==> config.mk <==
export PLATFORM = sky130hd
export DESIGN_NAME = neuronApbRegs_flat
export DESIGN_NICKNAME = d
export VERILOG_FILES = /design/src/hdl/fxpPkg.sv /design/src/hdl/neuronCfgIf.sv /design/src/hdl/neuronApbRegs.sv /design/src/flat_wrapper.sv
export SDC_FILE = /design/constraint.sdc
export NUM_CORES = 1
export LEC_CHECK = 0
export BUFFER_PORTS_ARGS = -buffer_cell sky130_fd_sc_hd__buf_2
export CAP_MARGIN = 30
export CORE_MARGIN = 2
export CORE_UTILIZATION = 35
export DETAILED_ROUTE_END_ITERATION = 16
export PLACE_DENSITY = 0.65
export SETUP_SLACK_MARGIN = 0.5
export SLEW_MARGIN = 20
export SYNTH_ARGS = -nofsm -noshare
export SYNTH_HDL_FRONTEND = slang
export SYNTH_SLANG_ARGS = --single-unit
==> constraint.sdc <==
create_clock -name clk -period 2.6 [get_ports clk]
set_clock_uncertainty 0.15 [all_clocks]
set_input_delay 0.26 -clock clk [delete_from_list [all_inputs] [get_ports clk]]
set_output_delay 0.26 -clock clk [all_outputs]
set_load 0.005 [all_outputs]
==> src/hdl/fxpPkg.sv <==
`default_nettype none

package fxpPkg;

    // Q7.8 signed fixed point
    localparam int FXP_INT_BITS = 7;
    localparam int FXP_FRAC_BITS = 8;
    localparam int FXP_WIDTH = 1 + FXP_INT_BITS + FXP_FRAC_BITS;

    // Lanes per input vector
    localparam int VEC_LEN = 8;

    // Adder layers between two tree registers
    localparam int ADDERS_PER_STAGE = 2;
    localparam int TREE_LAYERS = $clog2(VEC_LEN);
    localparam int TREE_LATENCY = (TREE_LAYERS + ADDERS_PER_STAGE - 1) / ADDERS_PER_STAGE;

    // Multiplier, tree, then bias stage
    localparam int PIPE_LATENCY = 1 + TREE_LATENCY + 1;

    typedef logic signed [FXP_WIDTH-1:0] fxpT;
    typedef logic signed [2*FXP_WIDTH-1:0] fxpProdT;
    typedef fxpT [VEC_LEN-1:0] fxpVecT;

    typedef logic [7:0] apbAddrT;
    typedef logic [31:0] apbDataT;

    // Register map, weight i sits at REG_WEIGHT0 + 4*i
    localparam apbAddrT REG_WEIGHT0 = 8'h00;
    localparam apbAddrT REG_BIAS = 8'h20;
    localparam apbAddrT REG_CTRL = 8'h24;
    localparam apbAddrT REG_OUTCNT = 8'h28;

endpackage

`default_nettype wire

==> src/hdl/neuronCfgIf.sv <==
`timescale 1ns/1ns
`default_nettype none

interface neuronCfgIf import fxpPkg::*; ();

    // One weight per input lane
    fxpVecT weights;
    fxpT bias;
    logic reluEnable;

    // Register block owns all configuration
    modport regs (
        output weights,
        output bias,
        output reluEnable
    );

    modport mult (
        input weights
    );

    // Bias and clamp are applied after the tree
    modport out (
        input bias,
        input reluEnable
    );

endinterface

`default_nettype wire

==> src/hdl/neuronApbRegs.sv <==
`timescale 1ns/1ns
`default_nettype none

module neuronApbRegs import fxpPkg::*; (
    input  logic    clk,
    input  logic    reset,
    input  apbAddrT paddr,
    input  logic    psel,
    input  logic    penable,
    input  logic    pwrite,
    input  apbDataT pwdata,
    output apbDataT prdata,
    output logic    pready,
    output logic    pslverr,
    neuronCfgIf.regs cfg,
    input  logic    outPulse
);

    localparam int IDX_BITS = $clog2(VEC_LEN);
    localparam apbAddrT WEIGHT_SPAN = apbAddrT'(4 * VEC_LEN);

    fxpVecT weights;
    fxpT bias;
    logic reluEnable;
    apbDataT outCount;

    logic access;
    apbAddrT weightOffset;
    logic [IDX_BITS-1:0] weightIdx;
    logic weightHit;
    logic isBias;
    logic isCtrl;
    logic isOutCnt;
    logic errAccess;
    logic writeEn;
    apbDataT readData;

    // Address decode
    assign access = psel & penable;
    assign weightOffset = paddr - REG_WEIGHT0;
    assign weightIdx = weightOffset[IDX_BITS+1:2];
    assign weightHit = (weightOffset < WEIGHT_SPAN) && (weightOffset[1:0] == 2'b00);
    assign isBias = (paddr == REG_BIAS);
    assign isCtrl = (paddr == REG_CTRL);
    assign isOutCnt = (paddr == REG_OUTCNT);

    // Unmapped address, or a write to the read-only counter
    assign errAccess = !(weightHit || isBias || isCtrl || isOutCnt) || (pwrite && isOutCnt);

    assign pready = 1'b1;
    assign pslverr = access && errAccess;
    assign writeEn = access && pwrite && !errAccess;

    always_ff @(posedge clk) begin
        if (reset) begin
            weights <= '0;
            bias <= '0;
            reluEnable <= 1'b0;
        end else if (writeEn) begin
            if (weightHit) begin
                weights[weightIdx] <= pwdata[FXP_WIDTH-1:0];
            end else if (isBias) begin
                bias <= pwdata[FXP_WIDTH-1:0];
            end else if (isCtrl) begin
                reluEnable <= pwdata[0];
            end
        end
    end

    // Counts produced outputs, wraps at 2^32
    always_ff @(posedge clk) begin
        if (reset) begin
            outCount <= '0;
        end else if (outPulse) begin
            outCount <= outCount + 1'b1;
        end
    end

    // Read mux, unmapped addresses read as zero
    always_comb begin
        readData = '0;
        if (weightHit) begin
            readData[FXP_WIDTH-1:0] = weights[weightIdx];
        end else if (isBias) begin
            readData[FXP_WIDTH-1:0] = bias;
        end else if (isCtrl) begin
            readData[0] = reluEnable;
        end else if (isOutCnt) begin
            readData = outCount;
        end
    end

    assign prdata = readData;

    assign cfg.weights = weights;
    assign cfg.bias = bias;
    assign cfg.reluEnable = reluEnable;

endmodule

`default_nettype wire

==> src/flat_wrapper.sv <==
// flat-port wrapper written by rule: the top's interface ports become plain ports
module neuronApbRegs_flat import fxpPkg::*;
  (clk, reset, paddr, psel, penable, pwrite, pwdata, prdata, pready, pslverr, outPulse, cfg_weights, cfg_bias, cfg_reluEnable);
  neuronCfgIf cfg_i ();
  input  logic clk;
  input  logic reset;
  input  apbAddrT paddr;
  input  logic psel;
  input  logic penable;
  input  logic pwrite;
  input  apbDataT pwdata;
  output apbDataT prdata;
  output logic pready;
  output logic pslverr;
  input  logic outPulse;
  output wire logic [$bits(cfg_i.weights)-1:0] cfg_weights;
  output wire logic [$bits(cfg_i.bias)-1:0] cfg_bias;
  output wire logic [$bits(cfg_i.reluEnable)-1:0] cfg_reluEnable;
  assign cfg_weights = cfg_i.weights;
  assign cfg_bias = cfg_i.bias;
  assign cfg_reluEnable = cfg_i.reluEnable;
  neuronApbRegs u_core (.clk(clk), .reset(reset), .paddr(paddr), .psel(psel), .penable(penable), .pwrite(pwrite), .pwdata(pwdata), .prdata(prdata), .pready(pready), .pslverr(pslverr), .cfg(cfg_i), .outPulse(outPulse));
endmodule
After elaboration in Yosys (flattened, before gate mapping)
Cells that the tools add are included.

Mux-type cells: 12. Reductions and logical operators: 16. Bitwise logic cells: 3. $add $sub $neg: 1. Magnitude comparators: 3. Equality and inequality tests: 3.

Operators with widths (number): bitwise mux 128 bit (1); 2-to-1 mux 16 bit (6); binary-select mux 16 bit (select 3 bit) (1); demux 16 bit (select 3 bit) (1); adder 32 x 1 -> 32 bit (second input constant) (1); 2-to-1 mux 32 bit (1); 2-to-1 mux 31 bit (1); equality test 8 x 6 -> 1 bit (second input constant) (3); < comparator 8 x 6 -> 1 bit (second input constant) (1); logical AND 1 bit (6); logical OR 1 bit (4); < comparator 3 x 4 -> 1 bit (second input constant) (1); AND reduction 4 bit (1); greater-or-equal comparator 3 x 1 -> 1 bit (second input constant) (1); AND reduction 3 bit (1); zero test 1 bit (2); zero test 2 bit (1); NOT 1 bit (2); AND reduction 2 bit (1); AND 1 bit (1); 2-to-1 mux 1 bit (1).

Register bits after elaboration: 177. Output and inout bits: 179. Bits of input ports: 46.

Longest topological paths before layout
Gate-level depths: netlist (run 1).

Depth after elaboration: 10. Mapped depth: 8. Depth with buffers taken out: 5.

Worst setup path before layout (run 1)
Ideal clock, no wire load.

Kind: input -> output. Start point: in paddr[7]. End point: out prdata[10]. Stages on the path: 7. Data required time: 2.190 ns. Data arrival time: 1.918 ns. Slack: 0.272 ns. Buffers on the path: 3. Path through: or4_4 > buf_6 > buf_12 > nor4_2 > clkbuf_1 > a22oi_1 > o21ai_1.

Cells in the longest elaborated chain, start to end: 5. Elaborated cells on any way between the ends: 9. Classes of those cells: order compare (1); eq/ne (3); mux (4); reduce/logical (1).

Ends and longest elaborated chain: from (decl) (line flat_wrapper.sv:7) `input apbAddrT paddr;`; equality test 8 x 6 -> 1 bit (line neuronApbRegs.sv:45) `assign isOutCnt = (paddr == REG_OUTCNT);`; 2-to-1 mux 32 bit (line neuronApbRegs.sv:88) `end else if (isOutCnt) begin`; 2-to-1 mux 31 bit (line neuronApbRegs.sv:86) `end else if (isCtrl) begin`; 2-to-1 mux 16 bit (line neuronApbRegs.sv:84) `end else if (isBias) begin`; 2-to-1 mux 16 bit * (line neuronApbRegs.sv:82) `if (weightHit) begin`; to (decl) (line flat_wrapper.sv:12) `output apbDataT prdata;`.

Every way passes the cells marked *; elsewhere a longest branch is shown, timed or not.

Worst setup path in the final report (run 1)
Start point: in paddr[0]. End point: out prdata[14].

The elaborated chain is that of the path after synthesis.

==> results of run 1 <==
-- cell usage in the layout, fill, tap and decap left out, drive strengths merged, types with 8 or more instances in the layout --
cell type	count
a21oi	20
a22oi	16
and2	17
buf	266
clkbuf	21
dfxtp	177
inv	20
mux2i	167
mux4	16
nand2	17
nand3	13
nand4	13
nor2	163
nor4	13
o21ai	26
o31ai	10
or3	8
or4	15
-- cells in the mapped netlist, types with 6 or more instances --
cell / count / share of area [%]
sky130_fd_sc_hd__dfxtp_1: 177 / 42
sky130_fd_sc_hd__nand4_1: 13 / 0.97
sky130_fd_sc_hd__nor2b_1: 7 / 0.52
sky130_fd_sc_hd__mux4_2: 16 / 4.3
sky130_fd_sc_hd__buf_1: 16 / 0.72
sky130_fd_sc_hd__o31ai_1: 10 / 0.90
sky130_fd_sc_hd__nor4_4: 8 / 2.0
sky130_fd_sc_hd__and4_1: 6 / 0.63
sky130_fd_sc_hd__inv_1: 15 / 0.67
sky130_fd_sc_hd__or4_1: 13 / 1.2
sky130_fd_sc_hd__and2_1: 17 / 1.3
sky130_fd_sc_hd__or3_1: 8 / 0.60
sky130_fd_sc_hd__a22oi_1: 16 / 1.4
sky130_fd_sc_hd__a21oi_1: 20 / 1.2
sky130_fd_sc_hd__buf_6: 7 / 0.94
sky130_fd_sc_hd__mux2i_1: 167 / 20
sky130_fd_sc_hd__buf_4: 14 / 1.3
sky130_fd_sc_hd__xor2_1: 6 / 0.63
sky130_fd_sc_hd__o21ai_1: 9 / 0.54
sky130_fd_sc_hd__nor2_1: 163 / 7.3
sky130_fd_sc_hd__o21ai_0: 17 / 1.0
sky130_fd_sc_hd__nand2_1: 17 / 0.76
sky130_fd_sc_hd__nand3_1: 13 / 0.78
sky130_fd_sc_hd__clkbuf_1: 33 / 1.5
-- report_power, final --
group          switching [mW]  total (mW)  internal (mW)
clock                    1.15        2.41           1.27
combinational           0.206       0.306         0.0993
sequential            0.00641        2.72           2.71
-- worst max-delay path, cell delays in order --
cell and delay (ps):
sky130_fd_sc_hd__buf_6 90, sky130_fd_sc_hd__or4_4 590, sky130_fd_sc_hd__nor4_4 220, sky130_fd_sc_hd__buf_4 190, sky130_fd_sc_hd__buf_8 130, sky130_fd_sc_hd__a22oi_1 60, sky130_fd_sc_hd__o21ai_1 80, sky130_fd_sc_hd__buf_2 150
-- flip-flops by register name (all words and copies together), names as in the netlist --
| signal | count |
|---|---|
| u_core.cfg.bias | 16 |
| u_core.cfg.weights | 128 |
| u_core.cfg.reluEnable | 1 |
| u_core.outCount | 32 |
-- timing repair --
| item | CTS | global route |
|---|---|---|
| gates cloned | 1 | 4 |
| buffers inserted | 5 | 8 |
| resized for setup | 52 | 42 |
| setup endpoints to repair | 29 | 86 |
| pin swaps | 6 | 13 |
-- cell families (layout without fill, tap and decap cells) --
family,count (synthesis),count (layout),synth area share (%)
AO/OA/AOI/OAI,101,101,7.98
other,1,2,0.0448
buffers and inverters,91,315,5.60
adder cells (fa/ha/maj),1,1,0.149
multiplexers,188,188,24.9
AND/OR/NAND/NOR,287,288,17.8
XOR/XNOR,11,11,1.15
flip-flops,177,177,42.3
-- final timing paths --
check / from / to
setup / recovery: paddr[0] / prdata[14]
setup reg to reg: u_core.outCount[11]$_SDFFE_PP0P_ / u_core.outCount[31]$_SDFFE_PP0P_
hold / removal: outPulse / u_core.outCount[1]$_SDFFE_PP0P_
hold reg to reg: u_core.outCount[29]$_SDFFE_PP0P_ / u_core.outCount[29]$_SDFFE_PP0P_
-- area by class of cell --
type / instances / area (sq um)
Multi-Input combinational cell: 590 / 4550
Sequential cell: 177 / 3580
Inverter: 15 / 56.3
Clock inverter: 13 / 104
Clock buffer: 19 / 443
Timing Repair Buffer: 268 / 1690
Antenna cell: 1 / 2.50
Tap cell: 319 / 399
Fill cell: 2255 / 12700
-- per-layer routing --
metal  share of wire [%]  up-vias  track usage (%)
met5                   0        -                0
met4                 1.6        0             5.49
met3                 6.6       30             4.95
met2                  48      237             33.1
met1                  44     3504             28.7
li1                    -     3470                -
-- per-stage QoR --
stage / util [%] / cells
5_1_grt: 46.1 / 1402
4_1_cts: 45.1 / 1389
2_1_floorplan: - / 857
6_report: 46.1 / 1402
3_3_place_gp: 41.9 / 1351
3_5_place_dp: 41.9 / 1351
==> run summary, run 1 <==
The flow ran to the end, and the final reports show no timing, DRC or antenna violations. The global-route wire length before repair is between 30,000 and 40,000 microns. In this run the static leakage power is about 4.4 nW. At the placement stage, the worst setup path has a slack of 225 ps. Of the cells placed in the final design, the portion with a size suffix greater than 1 is between 30% and 40%. The global routing usage summed across all routing layers is around a fifth. The die covers approximately 25,000 sq um. The via count of the first global-routing pass came out at around 6,600. The number of cells traversed by the worst register-to-register path came out at 4.

The final worst-path cycle share is a little over four fifths. After synthesis, the share of flip-flops with an asynchronous set or reset is 0%. The count of antenna-violating nets left after detailed routing came out at 0. In this run the standard cell core region covers around 23,000 sq um. From synthesis to final layout, the design area changed by 29.1%. The maximum level of the CTS H-tree came out at 4. The max-slew violation count is 0. The number of buffers on the longest clock path is 2. The area of the mapped netlist came out at ~8400 sq um. The initial cell density of the core came out at 35.7%. Setup repair after global routing could not meet its margin everywhere.

The number of warnings issued by yosys is 0. The instance area after placement came out at roughly 10000 sq um. The register-to-register path setup slack came out at 480 ps.

The final route contains 7,241 vias. After synthesis the netlist holds a flip-flop and latch count of about 180. The clock-pin transition on the worst setup and hold timing paths came out at 60 ps. In this run, synthesis inferred 0 flip-flops with an integrated enable. The count of final hold-check violations is 0.

For the finished layout, the period the worst path requires is 2190 ps. Buffers inserted during clock tree synthesis total 17. The upper clock frequency limit is roughly 0.46 GHz. The number of hold-repair buffers added at the cts stage came out at 0. The number of violations reported at the end of detailed-routing iteration 0 came out at roughly 500. The power per unit of standard cell area came out at about 500 nW/um^2.

The sum of negative setup slack came out at 0 ps. Synthesis instantiated approximately 50 different standard cells from the library. The I/O pin total is 225. The number of violations of the max-capacitance limit came out at 0.

The sequential cell area fraction in the yosys report is a little over two fifths. After the last flow step, the layout net total stands at between 1,000 and 1,500. The worst setup path is captured at an output port. After detailed routing, the average wire length per cell comes to 19.4 microns. VDD sags by at most 0.376 mV. The number of sinks driven by the clock tree came out at approximately 180. The arrival time at the worst endpoint is 1780 ps. Once detailed placement completed, the half-perimeter wirelength came to between 15,000 and 20,000 microns. The final cell area excluding filler cells is roughly 11,000 sq um. At the worst endpoint, the required time is roughly 2200 ps. The first TritonRoute pass finished after 5 iterations.

Along the worst hold path, the cell count comes to 3. TritonCTS built the clock tree. The final global-route overflow total came out at 0. The maximum number of pins on one net before global-route repair is 63. The type of the worst setup path is in -> out. Dividing the synthesized area by the synthesized cell count gives a little under 10 sq um. The element type at the critical path start is a primary input. The die boundary height is approximately 160 microns. Setup violations remaining at the end of the flow were counted as 0.

The final setup slack of the worst path is slightly above 400 ps. The number of cell rows is between 50 and 60. The number of nets in the synthesized netlist came out at 904.

On the final layout, the worst hold slack is 46.8 ps. The die boundary width came out at between 150 and 200 microns. The routability congestion estimate from global placement came out at ~0.84. The clock reaches the later pin of the worst-skew pair after approximately 430 ps. The most used flip-flop cell after synthesis is sky130_fd_sc_hd__dfxtp_1. The top fanout value on the critical path is 7. In this run the worst hold path is classified as in -> reg. After detailed routing, the number of remaining DRC violations is 0. The design draws about 5.4 mW. The number of antenna violations at the first check in global routing came out at 1.

CTS placed an instance of sky130_fd_sc_hd__clkbuf_16 at the clock tree root. In the synthesized netlist, the number of instances is 857. The routed wire length is approximately 27,000 microns.

The number of input and output port buffers inserted came out at approximately 210. The detail-routed via count per cell came out at just over 5.
No activity file was read; power rests on OpenSTA's default activity.
==> run 2, diff against run 1 <==
--- a/config.mk
+++ b/config.mk
@@ -10,7 +10,7 @@
 export CORE_MARGIN = 2
 export CORE_UTILIZATION = 35
 export DETAILED_ROUTE_END_ITERATION = 16
-export PLACE_DENSITY = 0.65
+export PLACE_DENSITY = 0.67
 export SETUP_SLACK_MARGIN = 0.5
 export SLEW_MARGIN = 20
 export SYNTH_ARGS = -nofsm -noshare
==> constraint.sdc (replaced) <==
create_clock -name clk -period 2 [get_ports clk]
set_clock_uncertainty 0.15 [all_clocks]
set_input_delay 0.2 -clock clk [delete_from_list [all_inputs] [get_ports clk]]
set_output_delay 0.2 -clock clk [all_outputs]
set_load 0.005 [all_outputs]
==> run 2 against run 1 <==
Against the previous run: the run now ends with negative setup slack left; routed wire length increased by 9.3%; sequential power increased by 30%; non-clock buffer count increased by 94; global-route usage increased by 1.3 points; die area unchanged; critical path depth unchanged; clock-buffer cell count unchanged; critical endpoint is now prdata[5]; setup slack got worse by 510 ps; core utilization increased by 6.9 points; largest power group is now the clock network.
==> run summary, run 2 (synthesis gave the netlist of run 1 again) <==
Outcome: complete, but fails checks (was finished, final reports clean). The checks that failed: negative setup slack. The arrival time at the worst endpoint is 1750 ps (was 1780 ps). The highest ir drop seen on vdd came out at 0.493 mV (was 0.376 mV). The length of routed wiring on met1 is 12,800 microns (was 12,100 microns). The detailed-routed wire length on met3 was 1880 microns (was 1790 microns).

The routed via count is 7,836 (was 7,241). The core region area is 23,500 sq um (unchanged). The fraction of final layout cells with drive strength greater than 1 is 47.8% (was 36.0%). The routed wire length is 29,800 microns (was 27,300 microns). Setup repair after global routing missed its margin: true (unchanged). The number of standard cells in the final layout excluding fillers came out at 1,495 (was 1,402). The signed area change from the synthesized netlist to the final layout is 48.4% (was 29.1%).

Commonest non-fill, non-tap cells in the layout: sky130_fd_sc_hd__buf_2 (185), sky130_fd_sc_hd__nor2_1 (162), sky130_fd_sc_hd__mux2i_1 (157) (was sky130_fd_sc_hd__buf_2 (201), sky130_fd_sc_hd__mux2i_1 (166), sky130_fd_sc_hd__nor2_1 (162)). The final setup slack of the worst path came out at -100 ps (was 411 ps). The cell with the largest stage delay on the worst path is sky130_fd_sc_hd__or4_4 (unchanged). The count of antenna-violating nets left after detailed routing came out at 0 (unchanged). The highest metal layer with signal wires was met4 (unchanged). The most numerous cell type found on the critical path is sky130_fd_sc_hd__buf_8.

The kind of end point of the critical path is an output port (unchanged). The initial cell density of the core came out at 35.7% (unchanged). The routability congestion estimate from global placement came out at 0.865 (was 0.845). The fill cell instance count of the final layout came out at 2,026 (was 2,255). The die boundary height is 159 microns (unchanged). The element type at the critical path start is a primary input (unchanged). The max-slew violation count is 0 (unchanged). The type of the worst setup path was in -> out (unchanged).

The detailed-route DRC error count came out at 0 (unchanged). The hold path startpoint is pwdata[8] (was outPulse). The endpoint of the worst register-to-register path is u_core.outCount[19]$_SDFFE_PP0P_ (was u_core.outCount[31]$_SDFFE_PP0P_). The maximum level of the CTS H-tree came out at 4 (unchanged). The number of sinks driven by the clock tree is 177 (unchanged). The global-route wire length before repair is 42,200 microns (was 39,800 microns). The biggest cell delay along the critical path is 600 ps (was 590 ps). The leakage power summed over all cells came to 5.16 nW (was 4.39 nW). The final net count came out at 1,209 (was 1,116).

For the finished layout, the period the worst path requires is between 2000 and 2500 ps. The register-to-register path setup slack is 30 ps (was 480 ps). Critical-path cell list: buf_8 > or4_4 > nor4_4 > buf_4 > buf_8 > a22oi_2 > o21ai_1 > buf_2 (was buf_6 > or4_4 > nor4_4 > buf_4 > buf_8 > a22oi_1 > o21ai_1 > buf_2). The number of violations reported at the end of detailed-routing iteration 0 is 480 (was 499).

The via count of the first global-routing pass came out at 7,105 (was 6,601). The source-to-sink clock delay at the later pin of the worst-skew pair is 430 ps (about the same). The flip-flop count of the largest register after layout came out at 128 (unchanged). The instance area after placement is 10,300 sq um (was 9830 sq um).

The data required time of the worst path is 1650 ps (was 2190 ps). The placement-stage worst setup slack came to -278 ps (was 225 ps). The number of CTS-inserted buffers came out at 17 (unchanged). The final worst-path cycle share came out at 105%. The number of input and output port buffers inserted came to 207 (unchanged). The type of the most critical hold path is in -> reg (unchanged). The number of buffers on the longest clock path came out at 2 (unchanged). The number of cells traversed by the worst register-to-register path came out at 5 (was 4). The gate family responsible for the most delay along the worst path was simple AND/OR/NAND/NOR gates (unchanged). The most common cell after layout, fill and taps aside is sky130_fd_sc_hd__buf_2 (unchanged). Biggest registers after layout: u_core.cfg.weights: 128 flops, u_core.outCount: 32 flops, u_core.cfg.bias: 16 flops (unchanged). The depth of the worst hold-timing path is 3 (unchanged). The floorplan die area came to 25,200 sq um (unchanged).

The upper clock frequency limit is 0.476 GHz. The clock tree from TritonCTS was yes (unchanged). The worst-case hold path end point was u_core.cfg.weights[104]$_SDFFE_PP0P_ (was u_core.outCount[1]$_SDFFE_PP0P_).

The maximum number of pins on one net before global-route repair is 58 (was 63). The clock-pin transition on the worst setup and hold timing paths came to 70 ps (was 60 ps). The power per unit of standard cell area was 618 nW/um^2 (was 503 nW/um^2).

The global routing usage summed across all routing layers came out at 22.2% (was 21.0%). The number of violations of the max-capacitance limit is 0 (unchanged). The wire length on met2 is 14,500 microns (was 13,000 microns). The average wire per cell in the routed design is 19.9 microns (was 19.4 microns). The die boundary width came out at 159 microns (unchanged). The number of antenna violations at the first check in global routing came out at 1 (unchanged).

The total iterations of the first detailed-routing run came to 4 (was 5). The number of buffer and inverter stages on the critical path was 4 (unchanged). The final cell area excluding filler cells is 12,400 sq um (was 10,800 sq um). The count of final hold-check violations was 0 (unchanged).

The number of cell rows is 56 (unchanged). The I/O pin total is 225 (unchanged). The final global-route overflow total came out at 0 (unchanged). The launch instance of the worst register-to-register path was u_core.outCount[4]$_SDFFE_PP0P_ (was u_core.outCount[11]$_SDFFE_PP0P_). The placed instance count came out at 1,399 (was 1,351).

The largest register by flop count is u_core.cfg.weights (unchanged). The detail-routed via count per cell is 5.24 (was 5.16). The number of failing setup endpoints in the final timing report is 15 (was 0).

The half-perimeter wire length after detailed placement was 20,200 microns (was 19,300 microns). The top fanout value on the critical path came to 7 (unchanged). The clock tree root driver cell is sky130_fd_sc_hd__clkbuf_16 (unchanged).
==> run 2: cell count changes in the layout (fill, tap and decap cells not counted), moves of 9 or more <==
cell / before / now
sky130_fd_sc_hd__buf_4: 43 / 94
sky130_fd_sc_hd__buf_6: 12 / 48
sky130_fd_sc_hd__dfxtp_1: 155 / 133
sky130_fd_sc_hd__dfxtp_2: 19 / 40
sky130_fd_sc_hd__and2_1: 17 / 1
sky130_fd_sc_hd__and2_4: 0 / 16
sky130_fd_sc_hd__buf_2: 201 / 185
sky130_fd_sc_hd__buf_12: 8 / 17
sky130_fd_sc_hd__mux2i_1: 166 / 157
sky130_fd_sc_hd__mux2i_2: 0 / 9
==> run 2: final cells by class <==
cell class              instances  area [sq um]  share of cell area, %
multi-input cells             589          4880                   39.3
inverters                      15          56.3                  0.453
diodes                          1          2.50                 0.0201
well taps                     319           399                   3.21
flip-flops and latches        177          3610                   29.0
clock inverters                13           194                   1.56
repair buffers                362          2850                   22.9
clock buffers                  19           443                   3.56
==> run 2: where the power goes <==
group / switching [mW] / internal [mW]
Clock: 1.51 / 2.16
Sequential: 0.00893 / 3.52
Combinational: 0.294 / 0.183
Total: 1.81 / 5.86
==> run 2: worst min-delay path: cells and delay by family <==
kind	cells	cell delay (ps)
mux	1	140
simple gates	1	50
buf+inv	1	170
==> run 2: metal layers <==
| metal | vias to the layer above | GRT usage (%) |
|---|---|---|
| li1 | 3665 | - |
| met1 | 3873 | 29.6 |
| met2 | 258 | 35.8 |
| met3 | 40 | 5.25 |
| met4 | 0 | 6.48 |
| met5 | - | 0 |
==> run 2: metrics by stage <==
step	hold WS, ps	setup TNS (ps)	power, mW	util, %
floorplan	315	-15340	3.87	-
global placement	328	-21730	4.03	44.0
detailed placement	345	-23660	4.03	44.0
CTS	2.56	-1120	7.71	49.4
global route	13.2	-2110	7.91	52.9
finish	12.0	-633	7.67	52.9
==> run 2: worst max path at each step <==
stage	endpoint	cells past startpoint	start	slack (ps)
floorplan	u_core.cfg.weights[93]$_SDFFE_PP0P_	7	paddr[7]	-200
global placement	u_core.cfg.weights[93]$_SDFFE_PP0P_	7	paddr[7]	-260
detailed placement	u_core.cfg.weights[92]$_SDFFE_PP0P_	7	paddr[7]	-280
CTS	prdata[15]	4	u_core.cfg.weights[63]$_SDFFE_PP0P_	-90
global route	prdata[5]	8	paddr[6]	-120
finish	prdata[5]	8	paddr[6]	-100
==> run 2: repair_timing <==
item / CTS / global route
endpoints found under the hold margin: 20 / 0
pin swaps: 36 / 60
setup buffers: 17 / 35
endpoints found under the setup margin: 199 / 202
gates resized for setup: 87 / 126
gates cloned: 4 / 5
hold buffers: 2 / 0
==> run 3, diff against run 2 <==
--- a/config.mk
+++ b/config.mk
@@ -10,6 +10,7 @@
 export CORE_MARGIN = 2
 export CORE_UTILIZATION = 35
 export DETAILED_ROUTE_END_ITERATION = 16
+export HOLD_SLACK_MARGIN = 0.03
 export PLACE_DENSITY = 0.67
 export SETUP_SLACK_MARGIN = 0.5
 export SLEW_MARGIN = 20
==> run 3 against run 2 <==
Against the previous run: the flow still finishes with violations (negative setup slack); critical endpoint unchanged; register-to-register slack barely moved; clock power barely moved; sequential share of layout area fell by 0.37 points.
==> run summary, run 3 (synthesis gave the netlist of run 1 again) <==
Outcome: complete, but fails checks (unchanged). Violated checks: negative setup slack (unchanged). The detailed-route DRC error count came out at 0 (unchanged). The power per unit of standard cell area is 612 nW/um^2 (was 618 nW/um^2).

The final worst hold slack came out at 131 ps (was 12.0 ps). The minimum clock period came out at 2100 ps (about the same). The clock tree from TritonCTS is yes (unchanged). The routed wire length was 29,900 microns (was 29,800 microns). The initial cell density of the core is 35.7% (unchanged). The flip-flop and latch area came out at 3610 sq um (unchanged). The count of antenna-violating nets left after detailed routing came out at 0 (unchanged).

The leakage power summed over all cells came out at 5.23 nW (was 5.16 nW). The kind of end point of the critical path was an output port (unchanged). The total iterations of the first detailed-routing run came to 5 (was 4). The clock tree root driver cell is sky130_fd_sc_hd__clkbuf_16 (unchanged). The max-slew violation count is 0 (unchanged). The highest ir drop seen on vdd was 0.496 mV (was 0.493 mV). The launch instance of the worst register-to-register path is u_core.outCount[4]$_SDFFE_PP0P_ (unchanged). The global routing usage summed across all routing layers is 22.3% (was 22.2%). The average wire per cell in the routed design came out at 19.8 microns (was 19.9 microns). Setup repair after global routing missed its margin: true (unchanged).

The half-perimeter wire length after detailed placement came out at 20,200 microns (unchanged). The maximum number of pins on one net before global-route repair came to 58 (unchanged). The number of buffers on the longest clock path was 2 (unchanged).

The fraction of final layout cells with drive strength greater than 1 was 47.2% (was 47.8%). The type of the worst setup path was in -> out (unchanged). The detail-routed via count per cell is 5.23 (was 5.24). Biggest registers after layout: u_core.cfg.weights: 128 flops, u_core.outCount: 32 flops, u_core.cfg.bias: 16 flops (unchanged). The clock-pin transition on the worst setup and hold timing paths came out at 70 ps (about the same). The number of violations of the max-capacitance limit came out at 0 (unchanged). The element type at the critical path start is a primary input (unchanged). The data required time of the worst path came to 1650 ps (about the same). The top fanout value on the critical path came out at 7 (unchanged). The arrival time at the worst endpoint is 1750 ps (about the same). The signed area change from the synthesized netlist to the final layout came to 50.3% (was 48.4%). The die boundary height came out at 159 microns (unchanged). The via count of the first global-routing pass was 7,155 (was 7,105). The number of CTS-inserted buffers was 17 (unchanged). The upper clock frequency limit came to 0.477 GHz (was 0.476 GHz). The overall power came out at 7.71 mW (was 7.67 mW). The final net count came out at 1,225 (was 1,209). The maximum level of the CTS H-tree was 4 (unchanged). The routed via count came out at 7,903 (was 7,836).

The number of sinks driven by the clock tree came out at 177 (unchanged). The type of the most critical hold path is in -> reg (unchanged). The number of cell rows came out at 56 (unchanged). The die boundary width is 159 microns (unchanged). The number of input and output port buffers inserted is 207 (unchanged).

The largest register by flop count was u_core.cfg.weights (unchanged). The most common cell after layout, fill and taps aside is sky130_fd_sc_hd__buf_2 (unchanged). The final setup slack of the worst path is -97.6 ps (was -100 ps). Commonest non-fill, non-tap cells in the layout: sky130_fd_sc_hd__buf_2 (185), sky130_fd_sc_hd__nor2_1 (162), sky130_fd_sc_hd__mux2i_1 (157) (unchanged).

The final worst-path cycle share came out at 105% (about the same). The flip-flop count of the largest register after layout is 128 (unchanged). The number of failing setup endpoints in the final timing report was 14 (was 15).

The number of violations reported at the end of detailed-routing iteration 0 came to 487 (was 480). The source-to-sink clock delay at the later pin of the worst-skew pair came out at 440 ps (was 430 ps). The hold path startpoint is outPulse (was pwdata[8]). The routability congestion estimate from global placement is 0.865 (unchanged). The final global-route overflow total is 0 (unchanged). The floorplan die area was 25,200 sq um (unchanged).

The fill cell instance count of the final layout came to 2,012 (was 2,026). The post-layout utilization of the core was 53.6% (was 52.9%). The beginning of the critical path is paddr[6] (unchanged).

The number of antenna violations at the first check in global routing came out at 1 (unchanged). The core region area came out at 23,500 sq um (unchanged). The area of the multi-input gates is 4880 sq um (unchanged). The I/O pin total is 225 (unchanged). The count of final hold-check violations came out at 0 (unchanged).

The global-route wire length before repair is 42,300 microns (was 42,200 microns).
==> run 3: final cells by class <==
cell class                 instances  area share [%]
multi-input combinational        589            38.8
sequential                       177            28.7
inverter                          15           0.447
timing repair buffer             378            23.9
clock buffer                      19            3.52
antenna                            1          0.0199
clock inverter                    13            1.54
tap                              319            3.17
==> run 3: worst max-delay path: stages <==
cell                      delay, ps
sky130_fd_sc_hd__buf_8          100
sky130_fd_sc_hd__or4_4          600
sky130_fd_sc_hd__nor4_4         200
sky130_fd_sc_hd__buf_4          170
sky130_fd_sc_hd__buf_8          130
sky130_fd_sc_hd__a22oi_2         60
sky130_fd_sc_hd__o21ai_1         90
sky130_fd_sc_hd__buf_2          180
==> run 3: path summary, 6_finish.rpt <==
kind | to | slack [ps] | depth (start not counted)
max | prdata[5] | -100 | 8
min | u_core.outCount[2]$_SDFFE_PP0P_ | 130 | 5
max reg2reg | u_core.outCount[19]$_SDFFE_PP0P_ | 30 | 5
min reg2reg | u_core.cfg.weights[4]$_SDFFE_PP0P_ | 350 | 2
==> run 3: power breakdown <==
group	internal, mW	total, mW	switching (mW)
Clock	2.16	3.67	1.52
Sequential	3.52	3.53	0.00879
Combinational	0.204	0.502	0.298
==> run 3: timing repair <==
item                       CTS  global route
hold endpoints to repair   156             0
cloned                       4             5
resized for setup           87           126
hold buffers                18             0
setup buffers               17            35
setup endpoints to repair  199           202
pin swaps                   36            60
==> run 3: routing by layer <==
| layer | up-vias | track usage [%] | wire, microns |
|---|---|---|---|
| met2 | 237 | 36.1 | 14600 |
| met4 | 0 | 6.18 | 572 |
| li1 | 3697 | - | - |
| met1 | 3928 | 29.7 | 12900 |
| met5 | - | 0 | 0 |
| met3 | 41 | 5.25 | 1850 |
==> run 3: through the flow <==
step                worst slack (ps)  area, sq um  setup TNS (ps)  cells
floorplan                       -204         8550          -15340    857
global placement                -262        10300          -21730   1399
detailed placement              -278        10300          -23660   1399
CTS                            -94.6        11700           -1120   1470
global route                    -124        12600           -2080   1511
finish                         -97.6        12600            -544   1511
